===== src/emu_remap_pkg.sv =====
package emu_remap_pkg;

    // page offset width, always kept by the mask.
    localparam int PAGE_BITS = 12;

    // register select from control address bits 3 to 2.
    typedef enum logic [1:0] {
        SEL_BASE_LO = 2'd0,
        SEL_BASE_HI = 2'd1,
        SEL_MASK_LO = 2'd2,
        SEL_MASK_HI = 2'd3
    } reg_sel_e;

    // low page part of a 64-bit window value.
    typedef struct packed {
        logic [31-PAGE_BITS:0] page;
        logic [PAGE_BITS-1:0]  offset;
    } ctrl_lo_t;

    // control data word, raw for high registers, split for low ones.
    typedef union packed {
        logic [31:0] raw;
        ctrl_lo_t    lo;
    } ctrl_word_u;

    // one remapped request.
    typedef struct packed {
        logic        write;
        logic [63:0] addr;
        logic [31:0] wdata;
    } remap_req_t;

endpackage

===== src/remap_req_if.sv =====
`timescale 1ns/1ps

interface remap_req_if;
    import emu_remap_pkg::*;

    logic       valid;
    remap_req_t req;
    logic       full;
    logic       pop;

    // producer pushing into the buffer.
    modport source (
        output valid,
        output req,
        input  full
    );

    // buffer input side, seen from the buffer.
    modport store (
        input  valid,
        input  req,
        output full
    );

    // buffer output side.
    modport sink (
        output valid,
        output req,
        input  pop
    );

    // consumer taking entries from the buffer.
    modport consumer (
        input  valid,
        input  req,
        output pop
    );

endinterface


===== src/req_fifo.sv =====
`timescale 1ns/1ps

module req_fifo #(
    parameter int FIFO_DEPTH = 4
) (
    input  logic        clk,
    input  logic        rst,
    remap_req_if.store  push,
    remap_req_if.sink   pop_side
);
    import emu_remap_pkg::*;

    localparam int PTR_W = $clog2(FIFO_DEPTH);
    localparam int CNT_W = PTR_W + 1;

    remap_req_t       entries [FIFO_DEPTH];
    logic [PTR_W-1:0] wr_ptr;
    logic [PTR_W-1:0] rd_ptr;
    logic [CNT_W-1:0] count;
    logic             do_push;
    logic             do_pop;

    // a push into a truly full buffer is dropped.
    assign do_pop  = pop_side.pop && (count != '0);
    assign do_push = push.valid && ((count != CNT_W'(FIFO_DEPTH)) || do_pop);

    always_ff @(posedge clk) begin
        if (do_push) begin
            entries[wr_ptr] <= push.req;
        end
    end

    always_ff @(posedge clk) begin
        if (rst) begin
            wr_ptr <= '0;
            rd_ptr <= '0;
            count  <= '0;
        end else begin
            if (do_push) begin
                wr_ptr <= (wr_ptr == PTR_W'(FIFO_DEPTH - 1)) ? '0 : wr_ptr + 1'b1;
            end
            if (do_pop) begin
                rd_ptr <= (rd_ptr == PTR_W'(FIFO_DEPTH - 1)) ? '0 : rd_ptr + 1'b1;
            end
            case ({do_push, do_pop})
                2'b10:   count <= count + 1'b1;
                2'b01:   count <= count - 1'b1;
                default: count <= count;
            endcase
        end
    end

    // one entry of slack for the request in the producer register.
    assign push.full = (count >= CNT_W'(FIFO_DEPTH - 1));

    assign pop_side.valid = (count != '0);
    assign pop_side.req   = entries[rd_ptr];

endmodule


===== src/flat_wrapper.sv =====
// flat-port wrapper written by rule: the top's interface ports become plain ports
module req_fifo_flat import emu_remap_pkg::*;
#(
    parameter int FIFO_DEPTH = 4
)
  (clk, rst, push_valid, push_req, push_full, pop_side_valid, pop_side_req, pop_side_pop);
  remap_req_if push_i ();
  remap_req_if pop_side_i ();
  input  logic clk;
  input  logic rst;
  input wire logic [$bits(push_i.valid)-1:0] push_valid;
  input wire logic [$bits(push_i.req)-1:0] push_req;
  output wire logic [$bits(push_i.full)-1:0] push_full;
  output wire logic [$bits(pop_side_i.valid)-1:0] pop_side_valid;
  output wire logic [$bits(pop_side_i.req)-1:0] pop_side_req;
  input wire logic [$bits(pop_side_i.pop)-1:0] pop_side_pop;
  assign push_i.valid = push_valid;
  assign push_i.req = push_req;
  assign push_full = push_i.full;
  assign pop_side_valid = pop_side_i.valid;
  assign pop_side_req = pop_side_i.req;
  assign pop_side_i.pop = pop_side_pop;
  req_fifo #(.FIFO_DEPTH(FIFO_DEPTH)) u_core (.clk(clk), .rst(rst), .push(push_i), .pop_side(pop_side_i));
endmodule

===== config.mk =====
export PLATFORM = sky130hd
export DESIGN_NAME = req_fifo_flat
export DESIGN_NICKNAME = d
export VERILOG_FILES = /design/src/emu_remap_pkg.sv /design/src/remap_req_if.sv /design/src/req_fifo.sv /design/src/flat_wrapper.sv
export SDC_FILE = /design/constraint.sdc
export NUM_CORES = 1
export LEC_CHECK = 0
export ABC_AREA = 1
export BUFFER_PORTS_ARGS = -buffer_cell sky130_fd_sc_hd__buf_2
export CORE_MARGIN = 10
export CORE_UTILIZATION = 37
export CTS_CLUSTER_DIAMETER = 100
export DETAILED_ROUTE_END_ITERATION = 8
export PLACE_DENSITY_LB_ADDON = 0.15
export SLEW_MARGIN = 20
export SYNTH_ARGS = -nofsm -noshare
export SYNTH_HDL_FRONTEND = slang
export SYNTH_SLANG_ARGS = --single-unit

===== constraint.sdc =====
create_clock -name clk -period 8.05 [get_ports clk]
set_clock_uncertainty 0.05 [all_clocks]
set_input_delay 0.805 -clock clk [delete_from_list [all_inputs] [get_ports clk]]
set_output_delay 0.805 -clock clk [all_outputs]
set_load 0.01 [all_outputs]

Word-level counts from Yosys, hierarchy flattened
Memories as Yosys holds them, arrays and structs flattened. A register that Yosys moved wholly into a read port is not among the register bits.
Index checks and enable logic that the tools add are counted.
Word-level totals
  register bits: 7
  bits in latches: 0
  memory bits (writable): 388
  bits in read-only memories: 0
  output and inout bits: 99
  word-level logic and storage cells: 26
  memories kept: 1
Operators by class
  add/sub/neg operators: 4
  $mul: 0
  divide/modulo/power cells: 0
  $lt $le $gt $ge: 1
  equal/unequal tests: 5
  shift-type cells: 0
  muxes and demuxes: 7
  bitwise logic cells: 0
  reductions and logical operators: 5
Memory list
  u_core.entries: words 4, bits a word 97, read ports 1, clocked after memory_dff 1, wr ports 1, line req_fifo.sv:16  | remap_req_t entries [FIFO_DEPTH];
Operator list (count)
  $mux 2: 4
  $eq 2x2->1 const B: 3
  $pmux 3 s2: 1
  $add 2x1->2 const B: 2
  $add 3x1->3 const B: 1
  $ge 3x2->1 const B: 1
  $ne 3x3->1 const B: 1
  $reduce_bool 3->1: 1
  $sub 3x1->3 const B: 1
  $eq 2x1->1 const B: 1
  $logic_and 1x1->1: 2
  $mux 1: 2
  $reduce_bool 2->1: 1
  $logic_or 1x1->1: 1

Depth between registers and ports, before layout
  depth after elaboration: 6
  depth in mapped cells: 9

Worst setup path before layout
OpenSTA, ideal clock, no wires.
  path kind: in2reg
  from: input pop_side_pop
  to: memory u_core.entries[0][0] in the netlist's numbering, enable pin
  arrival: 4.925 ns
  slack: 2.521 ns
  stages on the path: 2
  cell sequence: o21ai_4 nor2_1
Between the ends
  word-level cells in the longest chain between the ends: 5
RTL lines
  from (decl): line flat_wrapper.sv:16  | input wire logic [$bits(pop_side_i.pop)-1:0] pop_side_pop;
  $logic_and 1x1->1: line req_fifo.sv:24  | assign do_pop = pop_side.pop && (count != '0);
  $logic_or 1x1->1: line req_fifo.sv:25  | assign do_push = push.valid && ((count != CNT_W'(FIFO_DEPTH)) || do_pop);
  $logic_and 1x1->1: line req_fifo.sv:25
  $mux 1: line req_fifo.sv:28  | if (do_push) begin
  $mux 1 (not written as such): line req_fifo.sv:29  | entries[wr_ptr] <= push.req;
  to (decl): line req_fifo.sv:16
No other way between the ends.

==> flow_metrics.env <==
export IMPL_crit_arrival_ns=3.52
export IMPL_grt_ovfl_total=0
export IMPL_setup_slack_ns=3.68
export IMPL_start_util_pct=37.4
export IMPL_cts_sinks=397
export IMPL_critPathKind="reg2out"
export IMPL_final_antenna_net_count=0
export IMPL_yosysWarnings=0
export IMPL_clock_latency_ns=0.55
export IMPL_layout_common_cells="edfxtp_1 (388), nor2_1 (203), buf_2 (199)"
export IMPL_period_needed_ns=4.37
export IMPL_die_h_um=220
export IMPL_io_pins=200
export IMPL_placed_cell_area_um2=16300
export IMPL_async_flop_share_pct=0
export IMPL_maxCapViolations=0
export IMPL_final_common_cell="edfxtp_1"
export IMPL_ctsHoldBuffers=0
export IMPL_die_area_um2=48500
export IMPL_hold_path_class="in2reg"
export IMPL_grt_usage_pct=14.2
export IMPL_cts_resized=0
export IMPL_fin_hold_ws_ns=0.419
export IMPL_maxSlewHeadroom_pct=33.6
export IMPL_drc_errors=0
export IMPL_grt_max_degree=106
export IMPL_critPathRequiredTime_ns=7.19
export IMPL_fmax_mhz=229
export IMPL_yosysSeqAreaShare_pct=79.7
export IMPL_synth_nets=1111
export IMPL_fin_area_um2=17600
export IMPL_peakVddDrop_v=0.000183
export IMPL_die_x_um=220
export IMPL_worstMarginPinSlew_ns=0.996
export IMPL_avgRoutedWirePerCell_um=20.0
export IMPL_cp_max_fo=105
export IMPL_power_density_nw_per_um2=296
export IMPL_fillers=3644
export IMPL_firstDrtPassIters=5
export IMPL_syn_mean_instance_area_um2=14.8
export IMPL_period_share_pct=54.3
export IMPL_area_delta_synth_final_pct=18.3
export IMPL_synth_edf_count=388
export IMPL_setup_viol=0
export IMPL_numCtsBuffers=43
export IMPL_port_buffers=199
export IMPL_hpwl_um=19400
export IMPL_cellLeakagePower_nw=6.09
export IMPL_slew_viol_final=0
export IMPL_vias_per_cell=4.98
export IMPL_htreeDepth=2
export IMPL_grt_pass1_vias=8636
export IMPL_post_cts_buffers=0
export IMPL_synth_flop_cell="edfxtp_1"
export IMPL_vias=8772
export IMPL_path_clk_slew_ns=0.06
export IMPL_status="finished clean"
export IMPL_antenna_found_initial=9
export IMPL_cts_root_buf="clkbuf_16"
export IMPL_cp_end_kind="output pin"
export IMPL_syn_inst=1004
export IMPL_ys_seq_elements=397
export IMPL_globalplace_congestion=0.718
export IMPL_core_um2=39700
export IMPL_final_hold_viol_count=0
export IMPL_grt_pass1_wl_um=52800
export IMPL_rows=73
export IMPL_drive_gt1_share_pct=22.8
export IMPL_routed_wl_um=35300
export IMPL_netlist_area_um2=14800
export IMPL_power_w=0.00520
export IMPL_cts_buffer_depth=3
export IMPL_cts_tree="yes"
export IMPL_layout_nets=1306
export IMPL_seqCellArea_um2=11800
export IMPL_fin_tns_setup_ns=0
export IMPL_rsz0062_at_grt="no"
export IMPL_place_ws_ns=4.19
export IMPL_drt_iter0_drc=572
export IMPL_multi_input_comb_area_um2=2600
export IMPL_ys_types=22
export IMPL_start_kind="flop"
[worst max-delay path, cell delays in order (launching register included)]
cell and delay (ns):
dfxtp_4 0.55, inv_6 0.66, buf_4 0.89, o21ai_0 0.22
o22ai_1 0.20, buf_2 0.17
[worst paths after layout]
| check | start | end | slack, ns | cells past startpoint |
|---|---|---|---|---|
| setup / recovery | flop | pop_side_req[90] | 3.68 | 5 |
| hold / removal | push_req[82] | u_core.entries[3][82] | 0.42 | 1 |
| setup reg to reg | u_core.count[1] | u_core.entries[3][30] | 4.89 | 6 |
| hold reg to reg | u_core.rd_ptr[1] | flop | 0.45 | 2 |
[cell families (layout without fill, tap and decap cells)]
| logic type | Yosys count | after routing | synth area share [%] |
|---|---|---|---|
| flops | 397 | 397 | 79.7 |
| buf+inv | 80 | 306 | 2.98 |
| fa+ha+maj | 6 | 6 | 0.556 |
| other cells | 0 | 7 | 0 |
| compound gates | 304 | 304 | 11.2 |
| simple gates | 217 | 217 | 5.53 |
[metrics by stage]
stage | util (%) | std cells
floorplan | - | 1004
global placement | 40.9 | 1679
detailed placement | 40.9 | 1679
CTS | 44.2 | 1755
global route | 44.2 | 1756
finish | 44.2 | 1762
[synthesized netlist by cell type, types with 3 or more instances]
master    number  area (um2)
o21ai_0      138         691
buf_6         15         169
edfxtp_1     388       11700
dfxtp_1        9         180
a21oi_1        3        15.0
buf_2         19        95.1
o22ai_1       97         607
o21ai_1       63         315
nand2_1        6        22.5
ha_1           5        62.6
clkbuf_2       3        15.0
nor2_1       207         777
nand3_1        3        15.0
inv_1         16        60.1
clkbuf_1      25        93.8
[state kept, by name, summed over array words and instances (netlist names), named ones only]
name,count
u_core.entries,388
u_core.count,3
u_core.rd_ptr,2
u_core.wr_ptr,2
[routing by layer]
| metal | track usage (%) | routed length [um] | part of all wire, % |
|---|---|---|---|
| met5 | 0 | 63 | 0.18 |
| met4 | 4.95 | 685 | 1.9 |
| met3 | 4.15 | 2540 | 7.2 |
| met2 | 22.1 | 16200 | 46 |
| met1 | 18.8 | 15800 | 45 |
[report_power, final]
part           switching [W]  internal [W]  total (W)
Clock               0.000747       0.00103    0.00178
Sequential         0.0000613       0.00240    0.00246
Combinational       0.000646      0.000310   0.000956
[area by class of cell]
class / instances / area share [%]
timing repair buffer: 212 / 6.23
tap: 525 / 3.74
clock inverter: 20 / 0.542
clock buffer: 56 / 6.76
multi-input combinational: 527 / 14.8
sequential: 397 / 67.4
antenna: 7 / 0.0998
inverter: 18 / 0.420
Note: power is estimated with default switching activity, not from simulation.
