## src/emu_remap_pkg.sv

```systemverilog
package emu_remap_pkg;

    // page offset width, always kept by the mask.
    localparam int PAGE_BITS = 12;

    // register select from control address bits 3 to 2.
    typedef enum logic [1:0] {
        SEL_BASE_LO = 2'd0,
        SEL_BASE_HI = 2'd1,
        SEL_MASK_LO = 2'd2,
        SEL_MASK_HI = 2'd3
    } reg_sel_e;

    // low page part of a 64-bit window value.
    typedef struct packed {
        logic [31-PAGE_BITS:0] page;
        logic [PAGE_BITS-1:0]  offset;
    } ctrl_lo_t;

    // control data word, raw for high registers, split for low ones.
    typedef union packed {
        logic [31:0] raw;
        ctrl_lo_t    lo;
    } ctrl_word_u;

    // one remapped request.
    typedef struct packed {
        logic        write;
        logic [63:0] addr;
        logic [31:0] wdata;
    } remap_req_t;

endpackage
```

## src/remap_req_if.sv

```systemverilog
`timescale 1ns/1ps

interface remap_req_if;
    import emu_remap_pkg::*;

    logic       valid;
    remap_req_t req;
    logic       full;
    logic       pop;

    // producer pushing into the buffer.
    modport source (
        output valid,
        output req,
        input  full
    );

    // buffer input side, seen from the buffer.
    modport store (
        input  valid,
        input  req,
        output full
    );

    // buffer output side.
    modport sink (
        output valid,
        output req,
        input  pop
    );

    // consumer taking entries from the buffer.
    modport consumer (
        input  valid,
        input  req,
        output pop
    );

endinterface

```

## src/remap_ctrl.sv

```systemverilog
`timescale 1ns/1ps

module remap_ctrl #(
    parameter int ADDR_WIDTH = 32
) (
    input  logic                  clk,
    input  logic                  rst,

    input  logic                  ctrl_wen,
    input  logic [3:0]            ctrl_waddr,
    input  logic [31:0]           ctrl_wdata,
    input  logic [3:0]            ctrl_raddr,
    output logic [31:0]           ctrl_rdata,

    input  logic                  req_valid,
    input  logic                  req_write,
    input  logic [ADDR_WIDTH-1:0] req_addr,
    input  logic [31:0]           req_wdata,

    remap_req_if.source           push
);
    import emu_remap_pkg::*;

    localparam int HI_BITS = 64 - PAGE_BITS;
    localparam int LO_PAGE = 32 - PAGE_BITS;

    logic [HI_BITS-1:0]    base_page;
    logic [HI_BITS-1:0]    mask_page;
    ctrl_word_u            wr_word;
    ctrl_word_u            rd_word;
    reg_sel_e              wsel;
    reg_sel_e              rsel;
    logic [63:0]           full_base;
    logic [63:0]           full_mask;
    logic [ADDR_WIDTH-1:0] win_base;
    logic [ADDR_WIDTH-1:0] win_mask;
    logic [63:0]           remapped;
    logic                  push_valid;
    remap_req_t            push_req;

    assign wr_word = ctrl_wdata;
    assign wsel    = reg_sel_e'(ctrl_waddr[3:2]);
    assign rsel    = reg_sel_e'(ctrl_raddr[3:2]);

    always_ff @(posedge clk) begin
        if (rst) begin
            base_page <= '0;
            mask_page <= '1;
        end else if (ctrl_wen) begin
            case (wsel)
                SEL_BASE_LO: base_page[LO_PAGE-1:0]       <= wr_word.lo.page;
                SEL_BASE_HI: base_page[HI_BITS-1:LO_PAGE] <= wr_word.raw;
                SEL_MASK_LO: mask_page[LO_PAGE-1:0]       <= wr_word.lo.page;
                SEL_MASK_HI: mask_page[HI_BITS-1:LO_PAGE] <= wr_word.raw;
                default: ;
            endcase
        end
    end

    // page offset bits are fixed, zero in base and ones in mask.
    always_comb begin
        rd_word.raw = '0;
        case (rsel)
            SEL_BASE_LO: begin
                rd_word.lo.page   = base_page[LO_PAGE-1:0];
                rd_word.lo.offset = '0;
            end
            SEL_BASE_HI: rd_word.raw = base_page[HI_BITS-1:LO_PAGE];
            SEL_MASK_LO: begin
                rd_word.lo.page   = mask_page[LO_PAGE-1:0];
                rd_word.lo.offset = '1;
            end
            SEL_MASK_HI: rd_word.raw = mask_page[HI_BITS-1:LO_PAGE];
            default: ;
        endcase
    end

    assign ctrl_rdata = rd_word.raw;

    assign full_base = {base_page, {PAGE_BITS{1'b0}}};
    assign full_mask = {mask_page, {PAGE_BITS{1'b1}}};
    assign win_base  = full_base[ADDR_WIDTH-1:0];
    assign win_mask  = full_mask[ADDR_WIDTH-1:0];

    // kept bits from the request, the rest from the base.
    always_comb begin
        remapped = '0;
        remapped[ADDR_WIDTH-1:0] = (req_addr & win_mask) | (win_base & ~win_mask);
    end

    always_ff @(posedge clk) begin
        if (rst) begin
            push_valid <= 1'b0;
        end else begin
            push_valid <= req_valid;
        end
    end

    always_ff @(posedge clk) begin
        if (req_valid) begin
            push_req.write <= req_write;
            push_req.addr  <= remapped;
            push_req.wdata <= req_wdata;
        end
    end

    assign push.valid = push_valid;
    assign push.req   = push_req;

endmodule

```

## src/flat_wrapper.sv

```systemverilog
// flat-port wrapper written by rule: the top's interface ports become plain ports
module remap_ctrl_flat import emu_remap_pkg::*;
#(
    parameter int ADDR_WIDTH = 32
)
  (clk, rst, ctrl_wen, ctrl_waddr, ctrl_wdata, ctrl_raddr, ctrl_rdata, req_valid, req_write, req_addr, req_wdata, push_valid, push_req, push_full);
  remap_req_if push_i ();
  input  logic clk;
  input  logic rst;
  input  logic ctrl_wen;
  input  logic [3:0] ctrl_waddr;
  input  logic [31:0] ctrl_wdata;
  input  logic [3:0] ctrl_raddr;
  output logic [31:0] ctrl_rdata;
  input  logic req_valid;
  input  logic req_write;
  input  logic [ADDR_WIDTH-1:0] req_addr;
  input  logic [31:0] req_wdata;
  output wire logic [$bits(push_i.valid)-1:0] push_valid;
  output wire logic [$bits(push_i.req)-1:0] push_req;
  input wire logic [$bits(push_i.full)-1:0] push_full;
  assign push_valid = push_i.valid;
  assign push_req = push_i.req;
  assign push_i.full = push_full;
  remap_ctrl #(.ADDR_WIDTH(ADDR_WIDTH)) u_core (.clk(clk), .rst(rst), .ctrl_wen(ctrl_wen), .ctrl_waddr(ctrl_waddr), .ctrl_wdata(ctrl_wdata), .ctrl_raddr(ctrl_raddr), .ctrl_rdata(ctrl_rdata), .req_valid(req_valid), .req_write(req_write), .req_addr(req_addr), .req_wdata(req_wdata), .push(push_i));
endmodule
```

## config.mk

```make
export PLATFORM = sky130hd
export DESIGN_NAME = remap_ctrl_flat
export DESIGN_NICKNAME = d
export VERILOG_FILES = /design/src/emu_remap_pkg.sv /design/src/remap_req_if.sv /design/src/remap_ctrl.sv /design/src/flat_wrapper.sv
export SDC_FILE = /design/constraint.sdc
export NUM_CORES = 1
export LEC_CHECK = 0
export ABC_AREA = 1
export BUFFER_PORTS_ARGS = -buffer_cell sky130_fd_sc_hd__buf_2
export CORE_UTILIZATION = 40
export DETAILED_ROUTE_END_ITERATION = 10
export PLACE_DENSITY = 0.67
export RECOVER_POWER = 100
export SLEW_MARGIN = 20
export SYNTH_ARGS = -nofsm -noshare
export SYNTH_HDL_FRONTEND = slang
export SYNTH_SLANG_ARGS = --single-unit
```

## constraint.sdc

```tcl
create_clock -name clk -period 0.85 [get_ports clk]
set_input_delay 0.085 -clock clk [delete_from_list [all_inputs] [get_ports clk]]
set_output_delay 0.085 -clock clk [all_outputs]
set_load 0.01 [all_outputs]
```

* Word-level counts from Yosys, hierarchy flattened
Cells that the tools add are included.
** Word-level totals
- Register bits :: 170
- Word-level logic and storage cells :: 25
** Operators by class
- Equal/unequal tests :: 6
- Mux-type cells :: 1
- Bitwise operators :: 4
- Reductions and logical operators :: 6
** Operators by type and width (count)
- $pmux 32 s4 :: 1
- $and 32x32->32 :: 2
- $not 32->32 :: 1
- $or 32x32->32 :: 1
- $eq 2x2->1 const B :: 4
- $reduce_and 2->1 :: 4
- $eq 2x1->1 const B :: 2
- $logic_not 2->1 :: 2

* Logic depth before layout (Yosys ltp)
- Depth in word-level cells :: 3
- Gate-level depth with buffers :: 7
- Gate-level depth less buffers :: 5

* Worst setup path before layout
Ideal clock, no wire load.
- Path kind :: reg2reg
- Start point :: register u_core.mask_page[0]
- End point :: register u_core.push.req[44] (netlist name)
- Arrival :: 0.645 ns
- Required time :: 0.590 ns
- Slack :: -0.055 ns
- Stages on the path, launching flop included :: 2
- Path buffers :: 0
- Clock period less this slack :: 0.905 ns
- Cell sequence :: dfxtp_1 -> mux2_2
** On the way
- Cells in the longest elaborated chain, start to end :: 3
- Elaborated cells on any way between the ends :: 4
- Classes of those cells :: bitwise: 4
** Ends and longest elaborated chain
- start: declaration :: RTL line remap_ctrl.sv:28 : logic [HI_BITS-1:0] mask_page;
- start signal: indexed assignment :: RTL line remap_ctrl.sv:53 : SEL_MASK_LO: mask_page[LO_PAGE-1:0] <= wr_word.lo.page;
- start signal: indexed assignment :: RTL line remap_ctrl.sv:54 : SEL_MASK_HI: mask_page[HI_BITS-1:LO_PAGE] <= wr_word.raw;
- $not 32->32 :: RTL line remap_ctrl.sv:88 : remapped[ADDR_WIDTH-1:0] = (req_addr & win_mask) | (win_base & ~win_mask);
- $and 32x32->32 :: RTL line remap_ctrl.sv:88
- $or 32x32->32 (*) :: RTL line remap_ctrl.sv:88
- via u_core.remapped[12] :: RTL line remap_ctrl.sv:37 : logic [63:0] remapped;
The timed path passes the listed nets; every way through them passes the cells marked *.
A chain may end at the register's enable or synchronous reset.

* Final worst setup path
- Start point :: register u_core.base_page[8]
- End point :: output ctrl_rdata[20]
** On the way
- Cells in the longest elaborated chain, start to end :: 1
** Ends and longest elaborated chain
- start: declaration :: RTL line remap_ctrl.sv:27 : logic [HI_BITS-1:0] base_page;
- start signal: indexed assignment :: RTL line remap_ctrl.sv:51 : SEL_BASE_LO: base_page[LO_PAGE-1:0] <= wr_word.lo.page;
- start signal: indexed assignment :: RTL line remap_ctrl.sv:52 : SEL_BASE_HI: base_page[HI_BITS-1:LO_PAGE] <= wr_word.raw;
- $pmux 32 s4 :: RTL line remap_ctrl.sv:63 : case (rsel)
- end: declaration :: RTL line flat_wrapper.sv:14 : output logic [31:0] ctrl_rdata;
Every way passes these cells.

==> summary by stage <==
Synth
The synthesized design contains 65 enable-type register cells. The cell area that synthesis handed to floorplanning was ~7300 sq um. The async set or reset register ratio after synthesis is 0%. The yosys synthesis warning count is 0. Ranked by total cell area, the synthesized netlist is headed by sky130_fd_sc_hd__dfxtp_1 29%, sky130_fd_sc_hd__edfxtp_1 27%, sky130_fd_sc_hd__nand2_1 9.1%. The number of distinct library cells after synthesis is 19.

The mean instance size in the synthesized netlist is 8.531 sq um. Synthesis inferred 170 register bits. The top cell type's share of synthesized area is roughly 29%. In the synthesized netlist, the number of instances is roughly 860. The most used flip-flop cell after synthesis is sky130_fd_sc_hd__dfxtp_1. Summed over all instances, the cell type with the most area after synthesis is sky130_fd_sc_hd__dfxtp_1. The register area share after synthesis is about 55%.

Floorplan
The floorplan has 49 rows. The vertical die dimension is about 140 microns. The effective utilization at floorplan is about two fifths. The die area is approximately 19000 sq um. The core region is between 15000 and 20000 sq um. From left edge to right edge, the die measures between 100 and 150 microns. 240 I/O pins were placed.

STA
The worst clock skew on the final layout is ~0.0081 ns. Once routing completed, OpenROAD measured the worst setup slack at -0.4516 ns. The measured slew at the worst slew-check pin is ~0.75 ns.

The share of the cycle needed by the critical path after routing is 153.1%. The worst slew slack as a fraction of its limit is about half. The smallest clock period supported by the final layout is computed as roughly 1.3 ns. Setup repair after global routing could not meet its margin everywhere. Timing would allow up to ~0.77 GHz. The final count of pins violating max slew is 0. The number of endpoints failing setup at the final stage is between 100 and 150. The count of endpoints failing hold in the final timing report is 0.

Routing
The routed design uses roughly 10000 microns of met2 wire. The detailed router's first-iteration violation count is ~440. The number of optimization iterations in the first detailed-route pass is 5. The vias per cell is between 4 and 5. The uppermost metal layer occupied by signal nets is met4. For this block, wires on met1 add up to 9580 microns.

For this block, the via count after detailed routing is just under 7000. In the final routed layout, each cell accounts on average for approximately 15 microns. The final routed DRC violation total is 0. Once detail routing completed, the nets flagged for antenna violations numbered 0. Wire segments on met3 add up to about 1600 microns in the final route. After detailed routing, the total wire length is around 22000 microns.

Final layout
The filler-free cell count of the finished design is roughly 1400. The area occupied by multi-input gates is roughly 2900 sq um. The summed area of non-filler cells in the final layout is ~11000 sq um. The library cell used most frequently in the layout, excluding fill and tap cells, is sky130_fd_sc_hd__buf_2. The register area is 4146 sq um. The post-synthesis to final-layout area growth is 50.57%. The fraction of final layout cells sized beyond drive strength 1 is around 36%. The layout net count is 1314. The total of fill cells in the finished design is 1514. In the layout the commonest cells are 192 x sky130_fd_sc_hd__buf_2, 174 x sky130_fd_sc_hd__nand2_1, 126 x sky130_fd_sc_hd__nor2_1.

Clock network
CTS built an H-tree with a depth of 4. After clock tree synthesis, the clock-pin slew on the worst setup and hold paths is roughly 0.070 ns. The clock tree from TritonCTS is built.

In this run the deepest clock path goes through 2 buffers. The number of buffers inserted during clock tree synthesis is 17. The clock latency on the worst-skew pair is 0.43 ns.

The clock drives 170 sinks. The tree is rooted in a sky130_fd_sc_hd__clkbuf_16.

Outcome
The flow ran to the end, but the final reports show violations. The final reports fail on setup timing.

GRT
The number of global-route vias before repair came to between 6000 and 7000. Entering global routing, the biggest net connects 41 pins. The global-route usage over all layers is 23.02%. The first global-routing pass estimated approximately 33000 microns of wire. The total overflow reported by the global router is 0.

The number of antenna violations at the first check in global routing is 1.

Worst setup path
In this run the critical register-to-register path is launched from u_core.mask_page[18]. Across all register-to-register paths, the minimum setup slack is -0.25 ns. The kind of start point of the critical path is a register. The start point of the critical path is u_core.base_page[8]. The critical path is of the reg2out type. The reg-to-reg critical path endpoint is u_core.push.req[62]. The critical path arrival is approximately 1.2 ns. Along the worst path, the maximum fanout reaches 2. The sort of element at the end of the critical path is an output pin. The required time at the endpoint of the critical path is approximately 0.76 ns. The number of cells traversed by the worst register-to-register path is 3.

Worst hold path
The sink of the worst hold path is u_core.base_page[10]. The start point of the worst min-delay path is rst. Along the worst hold path, the cell count comes to 4. The path class of the tightest hold or removal check is in2reg.

Power
After layout, the design draws a total of about 20 mW. VDD sags by at most 1.417 mV. The leakage power summed over all cells is roughly 5.2 nW. The total power density per cell area is ~1800 nW/um^2.

Placement
Once placement completed, the tool counted placed cells totaling about 1300. The routability congestion estimate is ~0.90. Detailed placement finished with a half-perimeter wire length of between 10000 and 15000 microns.

After detailed placement, the total cell area comes to around 8800 sq um. Input and output buffers added on the ports amount to between 200 and 250.

Job
The max-cap check violation count is 0.
flip-flops by register name, summed over array words and instances (netlist names):
name	cells
u_core.push.req	65
u_core.base_page	52
u_core.mask_page	52
u_core.push.valid	1
metal layers:
layer,track usage (%),vias up
met5,0,-
met4,7.692,0
met3,5.151,36
li1,-,3466
met1,29.65,3149
met2,38.02,300
logic make-up after synthesis:
family	count (synthesis)	share of synthesized area (%)
simple gates	471	28.14
flops	170	55.32
buf+inv	153	10.41
compound gates	44	3.005
other cells	1	0.05117
mux	20	3.073
worst max-delay path by stage:
stage	slack, ns	depth (start not counted)	endpoint
2_1_floorplan	-0.04	5	ctrl_rdata[10]
3_3_place_gp	-0.19	6	ctrl_rdata[21]
3_5_place_dp	-0.21	6	ctrl_rdata[25]
4_1_cts	-0.46	4	ctrl_rdata[20]
5_1_grt	-0.49	4	ctrl_rdata[16]
6_report	-0.45	4	ctrl_rdata[20]
cell usage after synthesis, types with 3 or more instances:
cell type,instances
sky130_fd_sc_hd__dfxtp_1,105
sky130_fd_sc_hd__nand2_1,177
sky130_fd_sc_hd__mux2_2,20
sky130_fd_sc_hd__nor2_1,126
sky130_fd_sc_hd__buf_4,39
sky130_fd_sc_hd__nand3_1,113
sky130_fd_sc_hd__buf_1,3
sky130_fd_sc_hd__o21ai_0,24
sky130_fd_sc_hd__a21oi_1,20
sky130_fd_sc_hd__inv_1,57
sky130_fd_sc_hd__edfxtp_1,65
sky130_fd_sc_hd__buf_2,34
sky130_fd_sc_hd__nand4_1,52
sky130_fd_sc_hd__clkbuf_1,19
per-stage QoR:
stage               worst slack (ns)  setup TNS [ns]  util (%)  hold slack (ns)
floorplan                   -0.04340         -0.7360         -           0.1766
finish                       -0.4516          -25.26     61.43          0.03277
global placement             -0.1894          -12.41     49.13           0.2611
CTS                          -0.4614          -26.22     60.65          0.01394
global route                 -0.4873          -30.34     61.43          0.03986
detailed placement           -0.2078          -13.90     49.13           0.2633
critical path, stage by stage, from the launching register on:
cell and delay [ns]:
sky130_fd_sc_hd__dfxtp_2 0.33, sky130_fd_sc_hd__buf_6 0.11, sky130_fd_sc_hd__nand2_2 0.05, sky130_fd_sc_hd__nand4_1 0.13, sky130_fd_sc_hd__buf_2 0.18
repair_timing:
item | in CTS | in global routing
gates resized for setup | 125 | 33
cloned | 0 | 0
buffers inserted | 30 | 21
endpoints found under the setup margin | 118 | 118
hold endpoints to repair | 129 | 0
pin swaps | 35 | 8
hold buffers | 97 | 0
power by group:
| group | leakage [nW] | internal [mW] | total (mW) | switching, mW |
|---|---|---|---|---|
| Combinational | 3.46 | 1.54 | 3.23 | 1.69 |
| Sequential | 1.49 | 9.01 | 9.25 | 0.237 |
| Clock | 0.277 | 4.17 | 7.66 | 3.49 |
layout make-up:
type / count / area share, %
inverter: 58 / 1.973
tap: 229 / 2.597
sequential: 170 / 37.58
multi-input combinational: 567 / 25.99
clock buffer: 18 / 3.889
timing repair buffer: 390 / 26.50
clock inverter: 14 / 1.451
antenna: 1 / 0.02268
(Power assumes the default switching activity.)
